`config.mk`:
```
export PLATFORM = sky130hd
export DESIGN_NAME = sync_fifo
export DESIGN_NICKNAME = d
export VERILOG_FILES = /design/src/verilog/sync_fifo.sv
export SDC_FILE = /design/constraint.sdc
export NUM_CORES = 1
export LEC_CHECK = 0
export ABC_AREA = 0
export BUFFER_PORTS_ARGS = -buffer_cell sky130_fd_sc_hd__buf_2
export CORE_ASPECT_RATIO = 1.2
export CORE_MARGIN = 4
export CORE_UTILIZATION = 55
export DETAILED_ROUTE_END_ITERATION = 12
export GPL_TIMING_DRIVEN = 1
export PLACE_DENSITY = 0.72
export REMOVE_ABC_BUFFERS = 1
export SYNTH_ARGS = -nofsm -noshare
export SYNTH_HDL_FRONTEND = slang
export SYNTH_SLANG_ARGS = --single-unit
```
`constraint.sdc`:
```
create_clock -name apb -period 5.74 [get_ports apb]
set_input_delay 1.722 -clock apb [delete_from_list [all_inputs] [get_ports apb]]
set_output_delay 1.722 -clock apb [all_outputs]
set_load 0.02 [all_outputs]
```
`src/verilog/sync_fifo.sv`:
```
`timescale 1ns/1ps
`default_nettype none

module sync_fifo #(
	parameter type payload_t = logic [7:0],
	parameter int DEPTH = 16
) (
	input wire apb,
	input wire rst,
	input wire flush,
	input wire wr,
	input wire payload_t wr_data,
	input wire rd,
	output payload_t rd_data,
	output logic empty,
	output logic [$clog2(DEPTH + 1)-1:0] free_slots
);

	// Pointers wrap on their own, DEPTH is a power of two
	localparam int ptr_width = $clog2(DEPTH);
	localparam int cnt_width = $clog2(DEPTH + 1);

	payload_t mem [DEPTH];

	logic [ptr_width-1:0] wr_ptr;
	logic [ptr_width-1:0] rd_ptr;
	// Entries held
	logic [cnt_width-1:0] count;

	////////////////////
	// Storage

	// Write stored at the edge, read data one cycle after the strobe
	always_ff @(posedge apb) begin
		if (wr)
			mem[wr_ptr] <= wr_data;
		if (rd)
			rd_data <= mem[rd_ptr];
	end

	////////////////////
	// Pointers

	always_ff @(posedge apb) begin
		// Flush drops everything held
		if (rst || flush) begin
			wr_ptr <= '0;
			rd_ptr <= '0;
			count <= '0;
		end else begin
			if (wr)
				wr_ptr <= wr_ptr + 1'b1;
			if (rd)
				rd_ptr <= rd_ptr + 1'b1;
			count <= count + cnt_width'(wr) - cnt_width'(rd);
		end
	end

	assign empty = (count == '0);
	// Upstream uses this for its almost-full stall
	assign free_slots = cnt_width'(DEPTH) - count;

	// Writer honours the free-slot count
	a_no_overflow: assert property (@(posedge apb) disable iff (rst || flush)
		wr |-> (free_slots != '0));

	// Reader only pops what is there
	a_no_underflow: assert property (@(posedge apb) disable iff (rst || flush)
		rd |-> !empty);

endmodule

`default_nettype wire

```
==> reports/metrics.csv <==
metric;value;unit
synth.yosys.warnings;0;
fin_util;63.7;%
route.antenna.remaining_nets;0;
numCtsBuffers;17;
placement.io_buffers;26;
synth.avg_cell_area;19.4;µm²
crit_slowest_cell;sky130_fd_sc_hd__dfxtp_1;
final-max-slew-violation-count;0;
grt_max_degree;31;
internal_reg_to_reg_setup_slack;3.51;ns
route.final.wire_length;10.6;mm
post-place-ws;2.19;ns
timing.setup.critical_path_class;reg2out;
relSlewSlack;52.6;%
drv.max_cap_violation_count;0;
synth_edf_count;136;
timing.critical_path.fanout_max;3;
fmax;0.292;GHz
worst_setup_hold_path_clk_slew;0.05;ns
die_area;0.0127;mm²
intPower;1.90;mW
dieWidth;104;µm
tritoncts_clock_tree;yes;
cellPowerDensity;352;mW/mm²
antenna_found_initial;0;
ir_worst_vdd;0.235;mV
synth_top_area_share;67.7;%
drt_pre_antenna_iters;4;
finalInstanceArea;0.00677;mm²
worst_ep_arrival_time;1.71;ns
gp_congestion;0.793;
globalRouteTotalUtil;17.9;%
totalPowerFinal;2.38;mW
worst_path_largest_cell_delay;0.39;ns
seq_area_frac_synth;72.0;%
via_count_normalized_by_instance_count;5.88;
drive_gt1_share;19.9;%
period_needed;3.43;ns
initial_core_util;56.8;%
post_cts.resized_instances;0;
postSynth.asyncResetShare;0;%
floorplan.die.height;123;µm
syn_area;0.00603;mm²
cellLeakagePower;2.31;nW
path_cells;inv_1, ha_1, and2_1, ha_1, inv_1, buf_2;
dp_hpwl;6.56;mm
kind_of_end_point_of_the_critical_path;output port;
max_slew.worst_pin.slew;0.709;ns
fillers;723;
syn_inst;311;
cts.htree.levels;4;
pwr-share-clk;43.0;%
final_hold_viols;0;
cts_buffer_depth;2;
drc_errors;0;
netlist_top_cells_count;sky130_fd_sc_hd__edfxtp_1 (136), sky130_fd_sc_hd__and2_1 (18);
rsz0062_at_grt;false;
antennaDiodeCount;0;
wire_length_of_the_first_global_routing_pass;16.5;mm
finalWorstSetupSlack;2.31;ns
min_period_over_period;59.7;%
run_status;complete, no violations;
post-synth-top-count-cell;sky130_fd_sc_hd__edfxtp_1;
synth_ff_type;sky130_fd_sc_hd__edfxtp_1;
detailed_place.area;0.00622;mm²
pwr-share-seq;50.8;%
fin_skew;0.00867;ns
finalSetupTns;0;ns
net_switching_power_of_the_design;480;µW
drt-initial-drc-count;232;
combPwrFrac;6.2;%
postCtsSetupBuffers;0;
core_area;0.0106;mm²
globalRoute.totalOverflow;0;
count_of_distinct_cell_types_in_the_synthesized_netlist;28;
cts_hold_buf;0;
synthToLayoutAreaGrowth;12.3;%
wl_per_cell;21.9;µm
ys_top_cells_by_area;sky130_fd_sc_hd__edfxtp_1 (68%), sky130_fd_sc_hd__mux4_1 (7.0%), sky130_fd_sc_hd__mux4_2 (6.0%);
clock_insertion_delay_worst_skew;0.41;ns
setup_viol_count_final;0;
cts_sinks;149;
std_cell_rows;41;
switching_share;20.2;%
synth_largest_area_cell;sky130_fd_sc_hd__edfxtp_1;
cp_data_required_time;4.02;ns
num_io_pins;27;
clock-root-buffer;sky130_fd_sc_hd__clkbuf_16;
nets_finish;372;
startpoint_type;flop;
detailroute.via_count;2856;
hold_class;reg2reg;
postSynthRegisterBits;149;
grt_pass1_vias;2835;
[state kept, by name (all words and copies together), names as in the netlist]
| name | flops |
|---|---|
| rd_ptr | 4 |
| rd_data | 8 |
| mem | 128 |
| count | 5 |
| wr_ptr | 4 |
[cells in the final DEF, fill, tap and decap left out]
cell type                   instances
sky130_fd_sc_hd__a21oi_1            2
sky130_fd_sc_hd__a22oi_1           16
sky130_fd_sc_hd__and2_1            18
sky130_fd_sc_hd__and2b_1            1
sky130_fd_sc_hd__and3_1             1
sky130_fd_sc_hd__buf_2             26
sky130_fd_sc_hd__buf_4              2
sky130_fd_sc_hd__bufinv_16          1
sky130_fd_sc_hd__clkbuf_1           6
sky130_fd_sc_hd__clkbuf_16         17
sky130_fd_sc_hd__clkbuf_8           4
sky130_fd_sc_hd__clkinv_1           1
sky130_fd_sc_hd__clkinv_2           3
sky130_fd_sc_hd__dfxtp_1           12
sky130_fd_sc_hd__dfxtp_2            1
sky130_fd_sc_hd__edfxtp_1         136
sky130_fd_sc_hd__fa_1               1
sky130_fd_sc_hd__ha_1              14
sky130_fd_sc_hd__inv_1             13
sky130_fd_sc_hd__mux2i_1            2
sky130_fd_sc_hd__mux4_1            16
sky130_fd_sc_hd__mux4_2            16
sky130_fd_sc_hd__nand2_1           12
sky130_fd_sc_hd__nand4_1            2
sky130_fd_sc_hd__nor2_1            16
sky130_fd_sc_hd__nor2b_1            2
sky130_fd_sc_hd__nor3b_1            1
sky130_fd_sc_hd__o21bai_1           2
sky130_fd_sc_hd__or2_2              1
sky130_fd_sc_hd__xnor2_1            7
sky130_fd_sc_hd__xor2_1             5
[metrics by stage]
step | hold WS, ns | std cells
detailed placement | 0.566 | 454
CTS | 0.574 | 486
floorplan | 0.529 | 297
finish | 0.568 | 486
global placement | 0.558 | 454
global route | 0.629 | 486
[critical path, delay by kind of cell, from the launching register on]
kind | cells | cell delay [ns]
adders and majority gates | 2 | 0.46
buffers and inverters | 3 | 0.30
DFF | 1 | 0.39
and+or+nand+nor | 1 | 0.15
[layer usage]
| metal | track usage (%) | vias to the layer above | wire length, µm |
|---|---|---|---|
| met5 | 0 | - | 0 |
| li1 | - | 1300 | - |
| met3 | 4.68 | 19 | 478 |
| met2 | 30.2 | 93 | 5330 |
| met4 | 7.48 | 0 | 197 |
| met1 | 22.5 | 1444 | 4640 |
[path summary, 6_finish.rpt]
check,from,to,cells after the start
max,count[2],free_slots[4],6
min,wr_ptr[1],wr_ptr[1],2
max reg2reg,rd_ptr[0],rd_data[6],4
min reg2reg,wr_ptr[1],wr_ptr[1],2
[cell families (layout without fill, tap and decap cells)]
kind of cell | Yosys count | after routing | share of synthesized area, %
XOR/XNOR | 12 | 12 | 1.74
adder cells (fa/ha/maj) | 15 | 15 | 3.24
AO/OA/AOI/OAI | 20 | 20 | 2.41
multiplexers | 34 | 34 | 13.3
flip-flops | 149 | 149 | 72.0
AND/OR/NAND/NOR | 54 | 54 | 4.48
buffers and inverters | 27 | 73 | 2.80
[final cells by class]
| cell class | instances | area (µm²) | share of cell area (%) |
|---|---|---|---|
| Clock buffer | 27 | 503 | 7.43 |
| Clock inverter | 5 | 48.8 | 0.721 |
| Inverter | 13 | 48.8 | 0.721 |
| Multi-Input combinational cell | 135 | 1520 | 22.4 |
| Sequential cell | 149 | 4350 | 64.2 |
| Tap cell | 129 | 161 | 2.38 |
| Timing Repair Buffer | 28 | 145 | 2.14 |
[power groups by stage]
stage / Clock [mW] / Sequential [mW] / Combinational (mW)
5_1_grt: 1.09 / 1.21 / 0.166
3_3_place_gp: 0 / 1.23 / 0.147
6_report: 1.02 / 1.21 / 0.149
3_5_place_dp: 0 / 1.23 / 0.150
2_1_floorplan: 0 / 1.24 / 0.0894
4_1_cts: 1.03 / 1.21 / 0.151
Power figures use the tool's default switching activity.
