<file path="src/include/eth_tx_macros.svh">
`ifndef ETH_TX_MACROS_SVH
`define ETH_TX_MACROS_SVH

// APB address width
`define ETH_TX_ADDR_WIDTH 16

// Frame byte count, so at most 2047 bytes per frame
`define ETH_TX_LEN_WIDTH 11

// FIFO depths, powers of two
`define ETH_TX_DATA_DEPTH 2048
`define ETH_TX_HDR_DEPTH 32

// Register map
// Bit 0 of the status register is the link state
`define ETH_TX_REG_STAT 16'h0000
`define ETH_TX_REG_COMMIT 16'h0004
`define ETH_TX_REG_LENGTH 16'h0008
// Every address from here upward lands in the frame buffer
`define ETH_TX_REG_TX_BUF 16'h0010

`endif

</file>
<file path="src/verilog/eth_tx_pkg.sv">
`default_nettype none

`include "eth_tx_macros.svh"

package eth_tx_pkg;

	////////////////////
	// APB

	// Request from the requester side
	typedef struct packed {
		logic psel;
		logic penable;
		logic pwrite;
		logic [`ETH_TX_ADDR_WIDTH-1:0] paddr;
		logic [31:0] pwdata;
		logic [3:0] pstrb;
	} apb_req_t;

	// Completer response
	// prdata and pslverr only mean something while pready is high
	typedef struct packed {
		logic pready;
		logic [31:0] prdata;
		logic pslverr;
	} apb_rsp_t;

	////////////////////
	// MAC side

	// Byte stream toward the MAC, start marks the first byte
	typedef struct packed {
		logic start;
		logic data_valid;
		logic [7:0] data;
	} tx_bus_t;

	// Frame byte count, payload of the length FIFO
	typedef logic [`ETH_TX_LEN_WIDTH-1:0] frame_len_t;

endpackage

`default_nettype wire

</file>
<file path="src/verilog/tx_frame_sender.sv">
`timescale 1ns/1ps
`default_nettype none

module tx_frame_sender (
	input wire apb,
	input wire rst,
	input wire link_up,
	input wire tx_ready,
	input wire len_empty,
	input wire eth_tx_pkg::frame_len_t len_data,
	input wire [7:0] byte_data,
	output logic len_rd,
	output logic byte_rd,
	output eth_tx_pkg::tx_bus_t tx
);

	localparam int cnt_width = $bits(eth_tx_pkg::frame_len_t) + 1;

	typedef enum logic [1:0] {
		st_idle,
		st_pop,
		st_sending
	} state_t;

	state_t state;
	// Bytes popped in this frame
	eth_tx_pkg::frame_len_t rd_cnt;
	logic first_rd;
	logic start_q;
	logic valid_q;

	// Beats seen on the bus, for the length check
	logic [cnt_width-1:0] sent_cnt;
	logic [cnt_width-1:0] beat_num;

	// Data comes straight from the registered FIFO output
	assign tx = '{start: start_q, data_valid: valid_q, data: byte_data};

	always_ff @(posedge apb) begin
		// Link loss drops back to idle
		if (rst || !link_up) begin
			state <= st_idle;
			len_rd <= 1'b0;
			byte_rd <= 1'b0;
			first_rd <= 1'b0;
			start_q <= 1'b0;
			valid_q <= 1'b0;
			rd_cnt <= '0;
		end else begin
			len_rd <= 1'b0;
			byte_rd <= 1'b0;
			first_rd <= 1'b0;
			// Delay by the FIFO read latency
			start_q <= first_rd;
			valid_q <= byte_rd;
			case (state)
				// MAC ready only matters before a frame
				st_idle: begin
					if (!len_empty && tx_ready) begin
						len_rd <= 1'b1;
						state <= st_pop;
					end
				end
				st_pop: begin
					byte_rd <= 1'b1;
					first_rd <= 1'b1;
					rd_cnt <= 'd1;
					state <= st_sending;
				end
				// Length is valid from here on
				st_sending: begin
					if (rd_cnt >= len_data) begin
						state <= st_idle;
					end else begin
						byte_rd <= 1'b1;
						rd_cnt <= rd_cnt + 1'b1;
					end
				end
				default: state <= st_idle;
			endcase
		end
	end

	assign beat_num = start_q ? cnt_width'(1) : sent_cnt + 1'b1;

	always_ff @(posedge apb) begin
		if (rst)
			sent_cnt <= '0;
		else if (valid_q)
			sent_cnt <= beat_num;
	end

	// Bus beats stay within the popped length
	a_frame_len: assert property (@(posedge apb) disable iff (rst || !link_up)
		valid_q |-> (beat_num <= {1'b0, len_data}));

endmodule

`default_nettype wire
</file>
<file path="config.mk">
export PLATFORM = sky130hd
export DESIGN_NAME = tx_frame_sender
export DESIGN_NICKNAME = d
export VERILOG_FILES = /design/src/verilog/eth_tx_pkg.sv /design/src/verilog/tx_frame_sender.sv
export VERILOG_INCLUDE_DIRS = /design/src /design/src/include
export SDC_FILE = /design/constraint.sdc
export NUM_CORES = 1
export LEC_CHECK = 0
export ABC_CLOCK_PERIOD_IN_PS = 3200
export BUFFER_PORTS_ARGS = -buffer_cell sky130_fd_sc_hd__clkbuf_2
export CORE_UTILIZATION = 53
export CTS_BUF_LIST = sky130_fd_sc_hd__clkbuf_8
export CTS_CLUSTER_DIAMETER = 200
export DETAILED_ROUTE_END_ITERATION = 7
export PLACE_DENSITY = 0.81
export SYNTH_ARGS = -nofsm -noshare
export SYNTH_HDL_FRONTEND = slang
export SYNTH_SLANG_ARGS = --single-unit
</file>
<file path="constraint.sdc">
create_clock -name apb -period 3.2 [get_ports apb]
set_clock_uncertainty 0.05 [all_clocks]
set_input_delay 0.64 -clock apb [delete_from_list [all_inputs] [get_ports apb]]
set_output_delay 0.64 -clock apb [all_outputs]
set_load 0.005 [all_outputs]
</file>
==> impl.org <==
** Logic synthesis
- The share of synthesized area in the top cell type comes to 0.289.
- Synthesis produced a netlist with a net count of 192.
- Sorting the synthesized cells by area gives the leading types as sky130_fd_sc_hd__dfxtp_1 (29%), sky130_fd_sc_hd__ha_1 (15%), sky130_fd_sc_hd__buf_4 (6.0%).
- sky130_fd_sc_hd__dfxtp_1 takes more of the synthesized area than any other cell.
- Part of the Yosys area used for sequential elements :: 0.289
- Synthesized area per cell :: 8.15 µm²
- In the synthesized netlist, the number of instances is 153.
- Yosys mapped a number of flops with a built-in enable equal to 0.
- After synthesis the netlist holds a flip-flop and latch count of 18.
- In this run, distinct cell masters in the synthesized netlist total 38.
- Yosys warns :: 0
- Cell types with the highest counts after synthesis :: sky130_fd_sc_hd__dfxtp_1 (18), sky130_fd_sc_hd__inv_1 (16), sky130_fd_sc_hd__ha_1 (15)
- Post-synthesis async set-or-reset flop share :: 0
- Among all cell types in the netlist, the one instantiated most often is sky130_fd_sc_hd__dfxtp_1.
- In the synthesized netlist the dominant register cell turns out to be sky130_fd_sc_hd__dfxtp_1.
- The cell area that synthesis handed to floorplanning was approximately 1200 µm².

** Detailed routing
- The detailed router finished its first iteration with 18 violations.
- For this run, the detailed router's first-pass iteration total came to 5.
- Met3 wirelength from detailed routing :: around 140 µm
- After detailed routing, the wire length on met1 is 1070 µm.
- In this run the top signal layer used is met4.
- In the routed design, unresolved DRC markers number 0.
- In the final routed layout, each cell accounts on average for around 13 µm.
- Length of routed met2 wiring :: 1230 µm
- For this block, the via count after detailed routing is 1119.
- After detailed routing, the total wire length is 2470 µm.
- Dividing the detail-routed via count by the number of cells gives 5.83.
- In this run the remaining antenna-violating nets after routing total 0.

** Power and ir drop
- The design draws 0.447 mW.
- Of the total power, the clock network draws 0.414.
- Dividing total power by cell area gives a power density of 331 nW/µm².
- The internal portion of the total power is approximately 0.35 mW.
- IR analysis of the VDD net gives a maximum drop of 0.282 mV.
- The share of total power dissipated in sequential elements is 0.506.
- Of the total power, the share spent switching nets is 0.213.
- Power spent charging and discharging nets :: approximately 0.095 mW
- Of the total power, combinational logic draws 0.080.
- For this design the static power due to leakage is roughly 0.63 nW.

** Finish
- At the end of the flow, the number of nets in the layout was 204.
- Total area of sequential cells :: roughly 360 µm²
- Fraction of final layout cells with drive strength greater than 1 :: 0.183
- Fillers :: 205
- In the final layout, the multi-input gates occupy 738 µm².
- Once layout is complete, the utilization of the core stands at 0.611.
- Relative to the synthesized area, the layout overhead comes to 8.33%.
- The count of cells in the finished layout, fillers not included, comes to 192.
- The repair_antennas step left the layout with diodes totalling 0.

** Placement
- Prior to clock tree synthesis, the placed netlist has a worst setup slack of 421 ps.
- Detailed Place HPWL :: 1960 µm
- During placement, the flow inserted port buffers numbering 19.
- RD Place Congestion :: 0.931
- Placed cell count :: 188

** STA
- Setup total negative slack on the finished layout was measured at 0 ps.
- # setup viols final :: 0
- Maximum operating frequency :: 397 MHz
- Worst rel slew slack :: 0.666
- The final number of max-transition violations came to 0.
- Transition time of the tightest slew-check pin :: around 500 ps
- The number of hold-slack violations in the final timing report came to 0.
- Final critical path time including I/O delays and setup :: 2520 ps
- Setup repair after global routing left no endpoint under its margin.
- In the finished design, the share of the clock period the worst path needs comes to 0.787.
- In the post-route analysis, the smallest setup slack over all paths is a little under 700 ps.

** Floorplanning
- Core region area :: 2210 µm²
- The die is between 50 and 60 µm wide.
- Die Span Y :: between 50 and 60 µm
- The die covers 2550 µm².
- Standard-cell rows :: 17
- Number of primary I/O pins :: 36
- For this configuration, the core starts out at a cell density of 0.564.

** Run
- Number of max-cap violations :: 0

** Global routing
- The first global-routing pass estimated 4290 µm of wire.
- Tot GR Track Use :: 0.219
- The initial antenna violation count came to 0.
- The number of global-route vias before repair was between 1000 and 1500.
- For this run the aggregate overflow at the end of global routing stands at 0.
- Maximum number of pins on one net before global-route repair :: 11

** Worst setup path
- The critical path is of the in -> reg type.
- Highest net fanout along the worst path :: 9
- Arrival time of the worst setup path :: 2650 ps
- At the worst endpoint, the required time is 3330 ps.
- Worst Setup End Kind :: flop
- STA classifies the critical path startpoint as a primary input.

** Clock network
- The tree is rooted in a sky130_fd_sc_hd__clkbuf_8.
- Post-cts sizing count :: 0
- Clock Sink Count :: 18
- Number of buffers inserted during clock tree synthesis :: 3
- The number of hold buffers added after CTS was 0.
- Clock latency reported for the late side of the worst-skew pair :: 260 ps
- Clock edge transition at the registers on the reported setup and hold paths :: approximately 60 ps
- TritonCTS built the clock tree.
- Post-CTS Setup Inserts :: 0
- In this run the number of H-tree levels came out at 1.
- The clock passes through at most 2 buffers.

** Status
- Status :: completed

** Min path
- Min-Delay Path Class :: reg -> reg
==> per-stage QoR <==
stage / hold slack, ps / instance area [µm²]
6_report: 389 / 1350
4_1_cts: 389 / 1350
3_3_place_gp: 359 / 1300
2_1_floorplan: 356 / 1250
3_5_place_dp: 374 / 1300
5_1_grt: 413 / 1350
==> worst paths after layout <==
kind                             endpoint  slack, ps        start  cells past startpoint
worst max-delay path            rd_cnt[9]        680  len_data[8]                      9
worst min-delay path              start_q        390     first_rd                      1
worst max register to register  rd_cnt[9]        750    rd_cnt[0]                      8
worst min register to register    start_q        390     first_rd                      1
==> cells in the final DEF, fill, tap and decap left out, drive strengths merged, types with 3 or more instances in the layout <==
master and instances:
a21oi 9, a31oi 4, and2 4, and3 3, clkbuf 23, dfxtp 18, ha 15, inv 16
nand2 13, nand2b 3, nand3 11, nor2 5, nor3 4, o211ai 3, o21ai 11
==> power by group through the flow <==
stage          Sequential (mW)  Combinational (mW)  Clock, mW
4_1_cts                  0.226              0.0362      0.188
3_3_place_gp             0.231              0.0332          0
5_1_grt                  0.226              0.0412      0.197
2_1_floorplan            0.231              0.0287          0
6_report                 0.226              0.0360      0.185
3_5_place_dp             0.231              0.0360          0
==> cell type report <==
class / count / area share
Inverter: 16 / 0.0444
Clock buffer: 4 / 0.0407
Sequential cell: 18 / 0.267
Multi-Input combinational cell: 106 / 0.546
Timing Repair Buffer: 20 / 0.0759
Tap cell: 28 / 0.0259
==> layer usage <==
metal	vias to the layer above	global-route usage
li1	555	-
met1	512	0.259
met2	46	0.358
met3	6	0.0576
met4	0	0.116
met5	-	0
==> state kept, by name, indices dropped and copies added (netlist names) <==
register	count
start_q	1
byte_rd	1
len_rd	1
valid_q	1
first_rd	1
state	2
rd_cnt	11
==> cell families after synthesis <==
family | count (synthesis) | share of synthesized area
AOI/OAI and AO/OA | 36 | 0.194
adders and majority gates | 15 | 0.150
buffers and inverters | 29 | 0.119
DFF | 18 | 0.289
muxes | 2 | 0.0160
and+or+nand+nor | 53 | 0.232
==> critical path, cell delays in order <==
cell and delay (ps):
sky130_fd_sc_hd__clkbuf_2 80, sky130_fd_sc_hd__inv_1 30, sky130_fd_sc_hd__ha_1 310, sky130_fd_sc_hd__a211oi_2 210
sky130_fd_sc_hd__nor2_1 100, sky130_fd_sc_hd__a211oi_4 450, sky130_fd_sc_hd__nand2_4 140, sky130_fd_sc_hd__or4b_1 530
sky130_fd_sc_hd__mux2i_1 140
No activity file was read; power rests on OpenSTA's default activity.
