$ cat config.mk
export PLATFORM = sky130hd
export DESIGN_NAME = apb_tx_regs
export DESIGN_NICKNAME = d
export VERILOG_FILES = /design/src/verilog/eth_tx_pkg.sv /design/src/verilog/apb_tx_regs.sv
export VERILOG_INCLUDE_DIRS = /design/src /design/src/include
export SDC_FILE = /design/constraint.sdc
export NUM_CORES = 1
export LEC_CHECK = 0
export ABC_AREA = 1
export BUFFER_PORTS_ARGS = -buffer_cell sky130_fd_sc_hd__buf_2
export CORE_ASPECT_RATIO = 0.8
export CORE_UTILIZATION = 56
export CTS_BUF_LIST = sky130_fd_sc_hd__clkbuf_8
export DETAILED_ROUTE_END_ITERATION = 10
export PLACE_DENSITY = 0.95
export SETUP_SLACK_MARGIN = 0.5
export SLEW_MARGIN = 20
export SYNTH_ARGS = -nofsm -noshare
export SYNTH_HDL_FRONTEND = slang
export SYNTH_SLANG_ARGS = --single-unit
$ cat constraint.sdc
create_clock -name apb -period 4.7 [get_ports apb]
set_input_delay 0.235 -clock apb [delete_from_list [all_inputs] [get_ports apb]]
set_output_delay 0.235 -clock apb [all_outputs]
set_load 0.02 [all_outputs]
$ cat src/include/eth_tx_macros.svh
`ifndef ETH_TX_MACROS_SVH
`define ETH_TX_MACROS_SVH

// APB address width
`define ETH_TX_ADDR_WIDTH 16

// Frame byte count, so at most 2047 bytes per frame
`define ETH_TX_LEN_WIDTH 11

// FIFO depths, powers of two
`define ETH_TX_DATA_DEPTH 2048
`define ETH_TX_HDR_DEPTH 32

// Register map
// Bit 0 of the status register is the link state
`define ETH_TX_REG_STAT 16'h0000
`define ETH_TX_REG_COMMIT 16'h0004
`define ETH_TX_REG_LENGTH 16'h0008
// Every address from here upward lands in the frame buffer
`define ETH_TX_REG_TX_BUF 16'h0010

`endif

$ cat src/verilog/eth_tx_pkg.sv
`default_nettype none

`include "eth_tx_macros.svh"

package eth_tx_pkg;

	////////////////////
	// APB

	// Request from the requester side
	typedef struct packed {
		logic psel;
		logic penable;
		logic pwrite;
		logic [`ETH_TX_ADDR_WIDTH-1:0] paddr;
		logic [31:0] pwdata;
		logic [3:0] pstrb;
	} apb_req_t;

	// Completer response
	// prdata and pslverr only mean something while pready is high
	typedef struct packed {
		logic pready;
		logic [31:0] prdata;
		logic pslverr;
	} apb_rsp_t;

	////////////////////
	// MAC side

	// Byte stream toward the MAC, start marks the first byte
	typedef struct packed {
		logic start;
		logic data_valid;
		logic [7:0] data;
	} tx_bus_t;

	// Frame byte count, payload of the length FIFO
	typedef logic [`ETH_TX_LEN_WIDTH-1:0] frame_len_t;

endpackage

`default_nettype wire

$ cat src/verilog/apb_tx_regs.sv
`timescale 1ns/1ps
`default_nettype none

`include "eth_tx_macros.svh"

module apb_tx_regs (
	input wire apb,
	input wire rst,
	input wire eth_tx_pkg::apb_req_t req,
	input wire link_up,
	input wire [$clog2(`ETH_TX_DATA_DEPTH + 1)-1:0] data_free,
	input wire [$clog2(`ETH_TX_HDR_DEPTH + 1)-1:0] len_free,
	output eth_tx_pkg::apb_rsp_t rsp,
	output logic byte_wr,
	output logic [7:0] byte_data,
	output logic len_wr,
	output eth_tx_pkg::frame_len_t len_data
);

	// Completed writes by target
	logic buf_wr;
	logic len_set;
	logic commit;

	// Bytes of the last buffer word still to push
	logic [23:0] pend_bytes;
	logic [1:0] pend_cnt;
	logic [1:0] extra;

	// Bytes pushed so far and the length announced by software
	eth_tx_pkg::frame_len_t byte_cnt;
	eth_tx_pkg::frame_len_t exp_len;
	logic room;

	// FIFO almost full, registered so pready stays short
	logic data_af;
	logic len_af;

	////////////////////
	// APB completer

	always_comb begin
		rsp = '0;
		// Stall while serializing or while either FIFO is nearly full
		rsp.pready = req.psel && req.penable && (pend_cnt == 2'd0) && !data_af && !len_af;
		if (rsp.pready) begin
			if (req.pwrite) begin
				// Status is read only
				if (req.paddr == `ETH_TX_REG_STAT)
					rsp.pslverr = 1'b1;
			end else if (req.paddr == `ETH_TX_REG_STAT) begin
				rsp.prdata = {31'd0, link_up};
			end else begin
				// Buffer and control registers are write only
				rsp.pslverr = 1'b1;
			end
		end
	end

	assign buf_wr = rsp.pready && req.pwrite && (req.paddr >= `ETH_TX_REG_TX_BUF);
	assign len_set = rsp.pready && req.pwrite && (req.paddr == `ETH_TX_REG_LENGTH);
	assign commit = rsp.pready && req.pwrite && (req.paddr == `ETH_TX_REG_COMMIT);
	assign room = byte_cnt < exp_len;

	// Strobed bytes above byte 0
	always_comb begin
		if (req.pstrb[3])
			extra = 2'd3;
		else if (req.pstrb[2])
			extra = 2'd2;
		else if (req.pstrb[1])
			extra = 2'd1;
		else
			extra = 2'd0;
	end

	////////////////////
	// Serializer and commit

	always_ff @(posedge apb) begin
		if (rst) begin
			byte_wr <= 1'b0;
			len_wr <= 1'b0;
			pend_cnt <= 2'd0;
			byte_cnt <= '0;
			exp_len <= '0;
			data_af <= 1'b0;
			len_af <= 1'b0;
		end else begin
			data_af <= (data_free <= 'd1);
			len_af <= (len_free <= 'd1);
			byte_wr <= 1'b0;
			len_wr <= 1'b0;

			// One pending byte per cycle, rest dropped past the frame end
			if (pend_cnt != 2'd0) begin
				if (room) begin
					byte_wr <= 1'b1;
					byte_cnt <= byte_cnt + 1'b1;
					pend_cnt <= pend_cnt - 2'd1;
				end else begin
					pend_cnt <= 2'd0;
				end
			end

			// Lowest byte goes out right after the transfer
			if (buf_wr && room) begin
				byte_wr <= 1'b1;
				byte_cnt <= byte_cnt + 1'b1;
				pend_cnt <= extra;
			end

			if (len_set)
				exp_len <= req.pwdata[`ETH_TX_LEN_WIDTH-1:0];

			// empty frames leave no length entry behind
			if (commit) begin
				len_wr <= (byte_cnt != '0);
				byte_cnt <= '0;
				exp_len <= '0;
			end
		end
	end

	// Payload path
	always_ff @(posedge apb) begin
		if (pend_cnt != 2'd0) begin
			byte_data <= pend_bytes[7:0];
			pend_bytes <= {8'd0, pend_bytes[23:8]};
		end
		if (buf_wr) begin
			byte_data <= req.pwdata[7:0];
			pend_bytes <= req.pwdata[31:8];
		end
		if (commit)
			len_data <= byte_cnt;
	end

	// Requester packs buffer bytes from byte 0 upward
	a_buf_strb: assert property (@(posedge apb) disable iff (rst)
		buf_wr |-> (req.pstrb inside {4'b0001, 4'b0011, 4'b0111, 4'b1111}));

endmodule

`default_nettype wire

==> results.toml <==
[outcome]
status = "complete, no violations"

[sta]
setup_viol = 0
rsz0062_at_grt = "no"
finalCriticalPeriod_ns = 2.72
setup_ws_ns = 1.98
fin_worst_skew_ns = 0.00776
slew_headroom_pct = 41.3
worst-slew-pin-transition_ns = 0.877
finalCritPeriodShare_pct = 57.8
maxSlewViolCount = 0
clock.fmax_mhz = 368
hold_violations = 0
fin_tns_setup_ns = 0

[grt]
grt_max_degree = 45
antenna_found_initial = 0
grt_pass1_wl_um = 12800
grt_use_total_pct = 24.6
globalRouteOverflowTotal = 0
first_global_vias = 2928

[clock_tree]
cts_buffers = 9
cts_root_buf = "clkbuf_8"
clockBufferDepth = 2
worstSkewPairLatency_ns = 0.35
postCtsSetupBuffers = 0
cts_sinks = 71
ctsHoldBuffers = 0
ctsHtreeMaxLevel = 3
cts_tree = "done"
path_clk_slew_ns = 0.07
cts_resized = 0

[logic_synthesis]
async_flop_share_pct = 0
syn-cell-area_um2 = 3740
synth-edff-count = 43
postSynthCellCount = 394
synth_compound_area_share_pct = 3.95
synth_xor_area_share_pct = 1.41
synth_cell_types = 29
ys_seq_elements = 71
yosys_warnings = 0
yosys.area_share.simple_pct = 18.9
synthAdderAreaFrac_pct = 4.35
synth_flop_cell = "edfxtp_1"
ys_seq_area_share_pct = 49.5
synth_top_family_by_area = "simple AND/OR/NAND/NOR gates"
syn_avg_cell_area_um2 = 9.49
muxShareOfSynthArea_pct = 9.04

[place]
pre_cts_ws_ns = 2.05
place_hpwl_um = 5920
io_buffers = 96
routabilityCongestion = 0.841
dpl.cell_count = 562

[routing]
firstDrtPassIters = 4
wire_per_inst_um = 14.0
drt_iter0_drc = 177
vias_per_cell = 5.10
wl_um = 8080
drc = 0
dr_total_vias = 2942
ant_nets = 0

[setup_path]
reg2reg_from = "pend_cnt[0]"
crit_arrival_ns = 3.00
r2r-end = "byte_cnt[1]"
startpoint = "pend_cnt[0]"
cp.required_ns = 4.98
crit_type = "reg -> reg"
startpoint_type = "flop"
r2r_slack_ns = 1.98
cp-end-kind = "flop"
rr_worst_depth = 12
cp_max_fo = 44

[final_layout]
final_nets = 578
area_delta_synth_final_pct = 15.7
final_cells = 577
drive_gt1_share_pct = 28.4
post-route-util_pct = 67.5
fillCellCount = 488
diodes = 0

[power_and_ir_drop]
peakVddDrop_v = 0.000131
seq_power_share_pct = 53.0
comb_power_share_pct = 8.2
switching_power_uw = 283
p_int_uw = 976
power_density_nw_per_um2 = 291
finalPower_uw = 1260
p_leak_uw = 0.00200
pwr-share-clk_pct = 38.8
swShare_pct = 22.5

[die]
pin_count = 131
dieHeight_um = 75.1
die_area_um2 = 7010
rows = 26
coreArea_um2 = 6410
die-width_um = 93.4
start_util_pct = 58.3

[hold_path]
hold_start = "len_free[5]"
hold_path_depth = 2
hold_end = "len_af"
hp-class = "in -> reg"

[job]
maxCapViolCount = 0
power by group through the flow:
stage	logic [uW]	clock network, uW	registers (uW)
after floorplan	81.6	0	683
after global placement	99.2	0	681
after detailed placement	103	0	681
after CTS	103	491	668
after global routing	113	517	668
final	103	488	667
stage by stage:
| step | hold slack (ns) | instance area (um^2) |
|---|---|---|
| after floorplan | 0.311 | 3850 |
| after global placement | 0.399 | 4130 |
| after detailed placement | 0.400 | 4130 |
| after CTS | 0.0297 | 4330 |
| after global routing | 0.0261 | 4330 |
| final | 0.0391 | 4330 |
logic make-up after synthesis:
kind of cell               count (synthesis)
adders and majority gates                 13
xor gates and xnor gates                   6
other                                      1
and+or+nand+nor                          164
muxes                                     24
DFF                                       71
AOI/OAI and AO/OA                         29
buffers and inverters                     86
worst max path at each step:
stage | endpoint | depth (start not counted)
after floorplan | pend_bytes[10] | 9
after global placement | pend_cnt[1] | 12
after detailed placement | pend_cnt[0] | 12
after CTS | pend_cnt[1] | 12
after global routing | pend_cnt[1] | 12
final | byte_cnt[1] | 12
flip-flops by register name, indices dropped and copies added (netlist names):
name / flops
pend_bytes: 24
len_data: 11
exp_len: 11
byte_cnt: 11
data_af: 1
len_af: 1
len_wr: 1
byte_wr: 1
byte_data: 8
pend_cnt: 2
layer usage:
| layer | part of all wire (%) | GRT usage (%) | vias to the layer above |
|---|---|---|---|
| li1 | - | - | 1415 |
| met1 | 38 | 24.7 | 1354 |
| met2 | 52 | 47.1 | 149 |
| met3 | 7.3 | 8.08 | 24 |
| met4 | 3.0 | 11.1 | 0 |
| met5 | 0 | 0 | - |
worst max-delay path: stages, from the launching register on:
cell     delay [ns]
dfxtp_1        0.30
inv_1          0.09
ha_1           0.27
inv_1          0.07
nor2_1         0.08
nand2_1        0.10
nor2_4         0.14
nand2_4        0.31
nand2_4        0.58
nand2_2        0.32
inv_1          0.18
nor2_1         0.05
nor2_1         0.11
Yosys cell counts, types with 2 or more instances:
library cell	count	area (um^2)
dfxtp_1	28	561
nor2_2	2	12.5
and3_1	2	12.5
edfxtp_1	43	1290
nand3b_1	2	15.0
nor4_1	4	25.0
nand4_1	5	31.3
buf_6	3	33.8
inv_1	44	165
nand3_1	18	90.1
ha_1	13	163
buf_2	4	20.0
mux2_4	18	270
xor2_1	5	43.8
buf_4	33	248
mux2_2	6	67.6
o21ai_0	3	15.0
a21oi_1	25	125
nand2_4	2	22.5
nand2_1	82	308
clkbuf_1	2	7.51
nor2_1	43	161
final cells by class:
cell class / count / area, um^2 / share of cell area, %
clock buffer: 11 / 151 / 3.50
tap: 84 / 105 / 2.43
clock inverter: 4 / 46.3 / 1.07
sequential: 71 / 1850 / 42.8
multi-input combinational: 267 / 1530 / 35.3
timing repair buffer: 96 / 480 / 11.1
inverter: 44 / 165 / 3.82
cell usage in the layout (no fill, tap or decap):
cell        instances
a21o_1              1
a21oi_1            25
and3_1              2
buf_2              96
bufinv_16           1
clkbuf_8           11
clkinv_2            1
clkinvlp_4          1
conb_1             31
dfxtp_1            28
edfxtp_1           43
ha_1               13
inv_1              45
mux2_2              6
mux2_4             18
nand2_1            82
nand2_2             1
nand2_4             2
nand3_1            18
nand3b_1            2
nand4_1             5
nor2_1             43
nor2_2              2
nor2_4              1
nor3_1              1
nor4_1              4
o21ai_0             3
or4_1               1
xnor2_1             1
xor2_1              5
No activity file was read; power rests on OpenSTA's default activity.
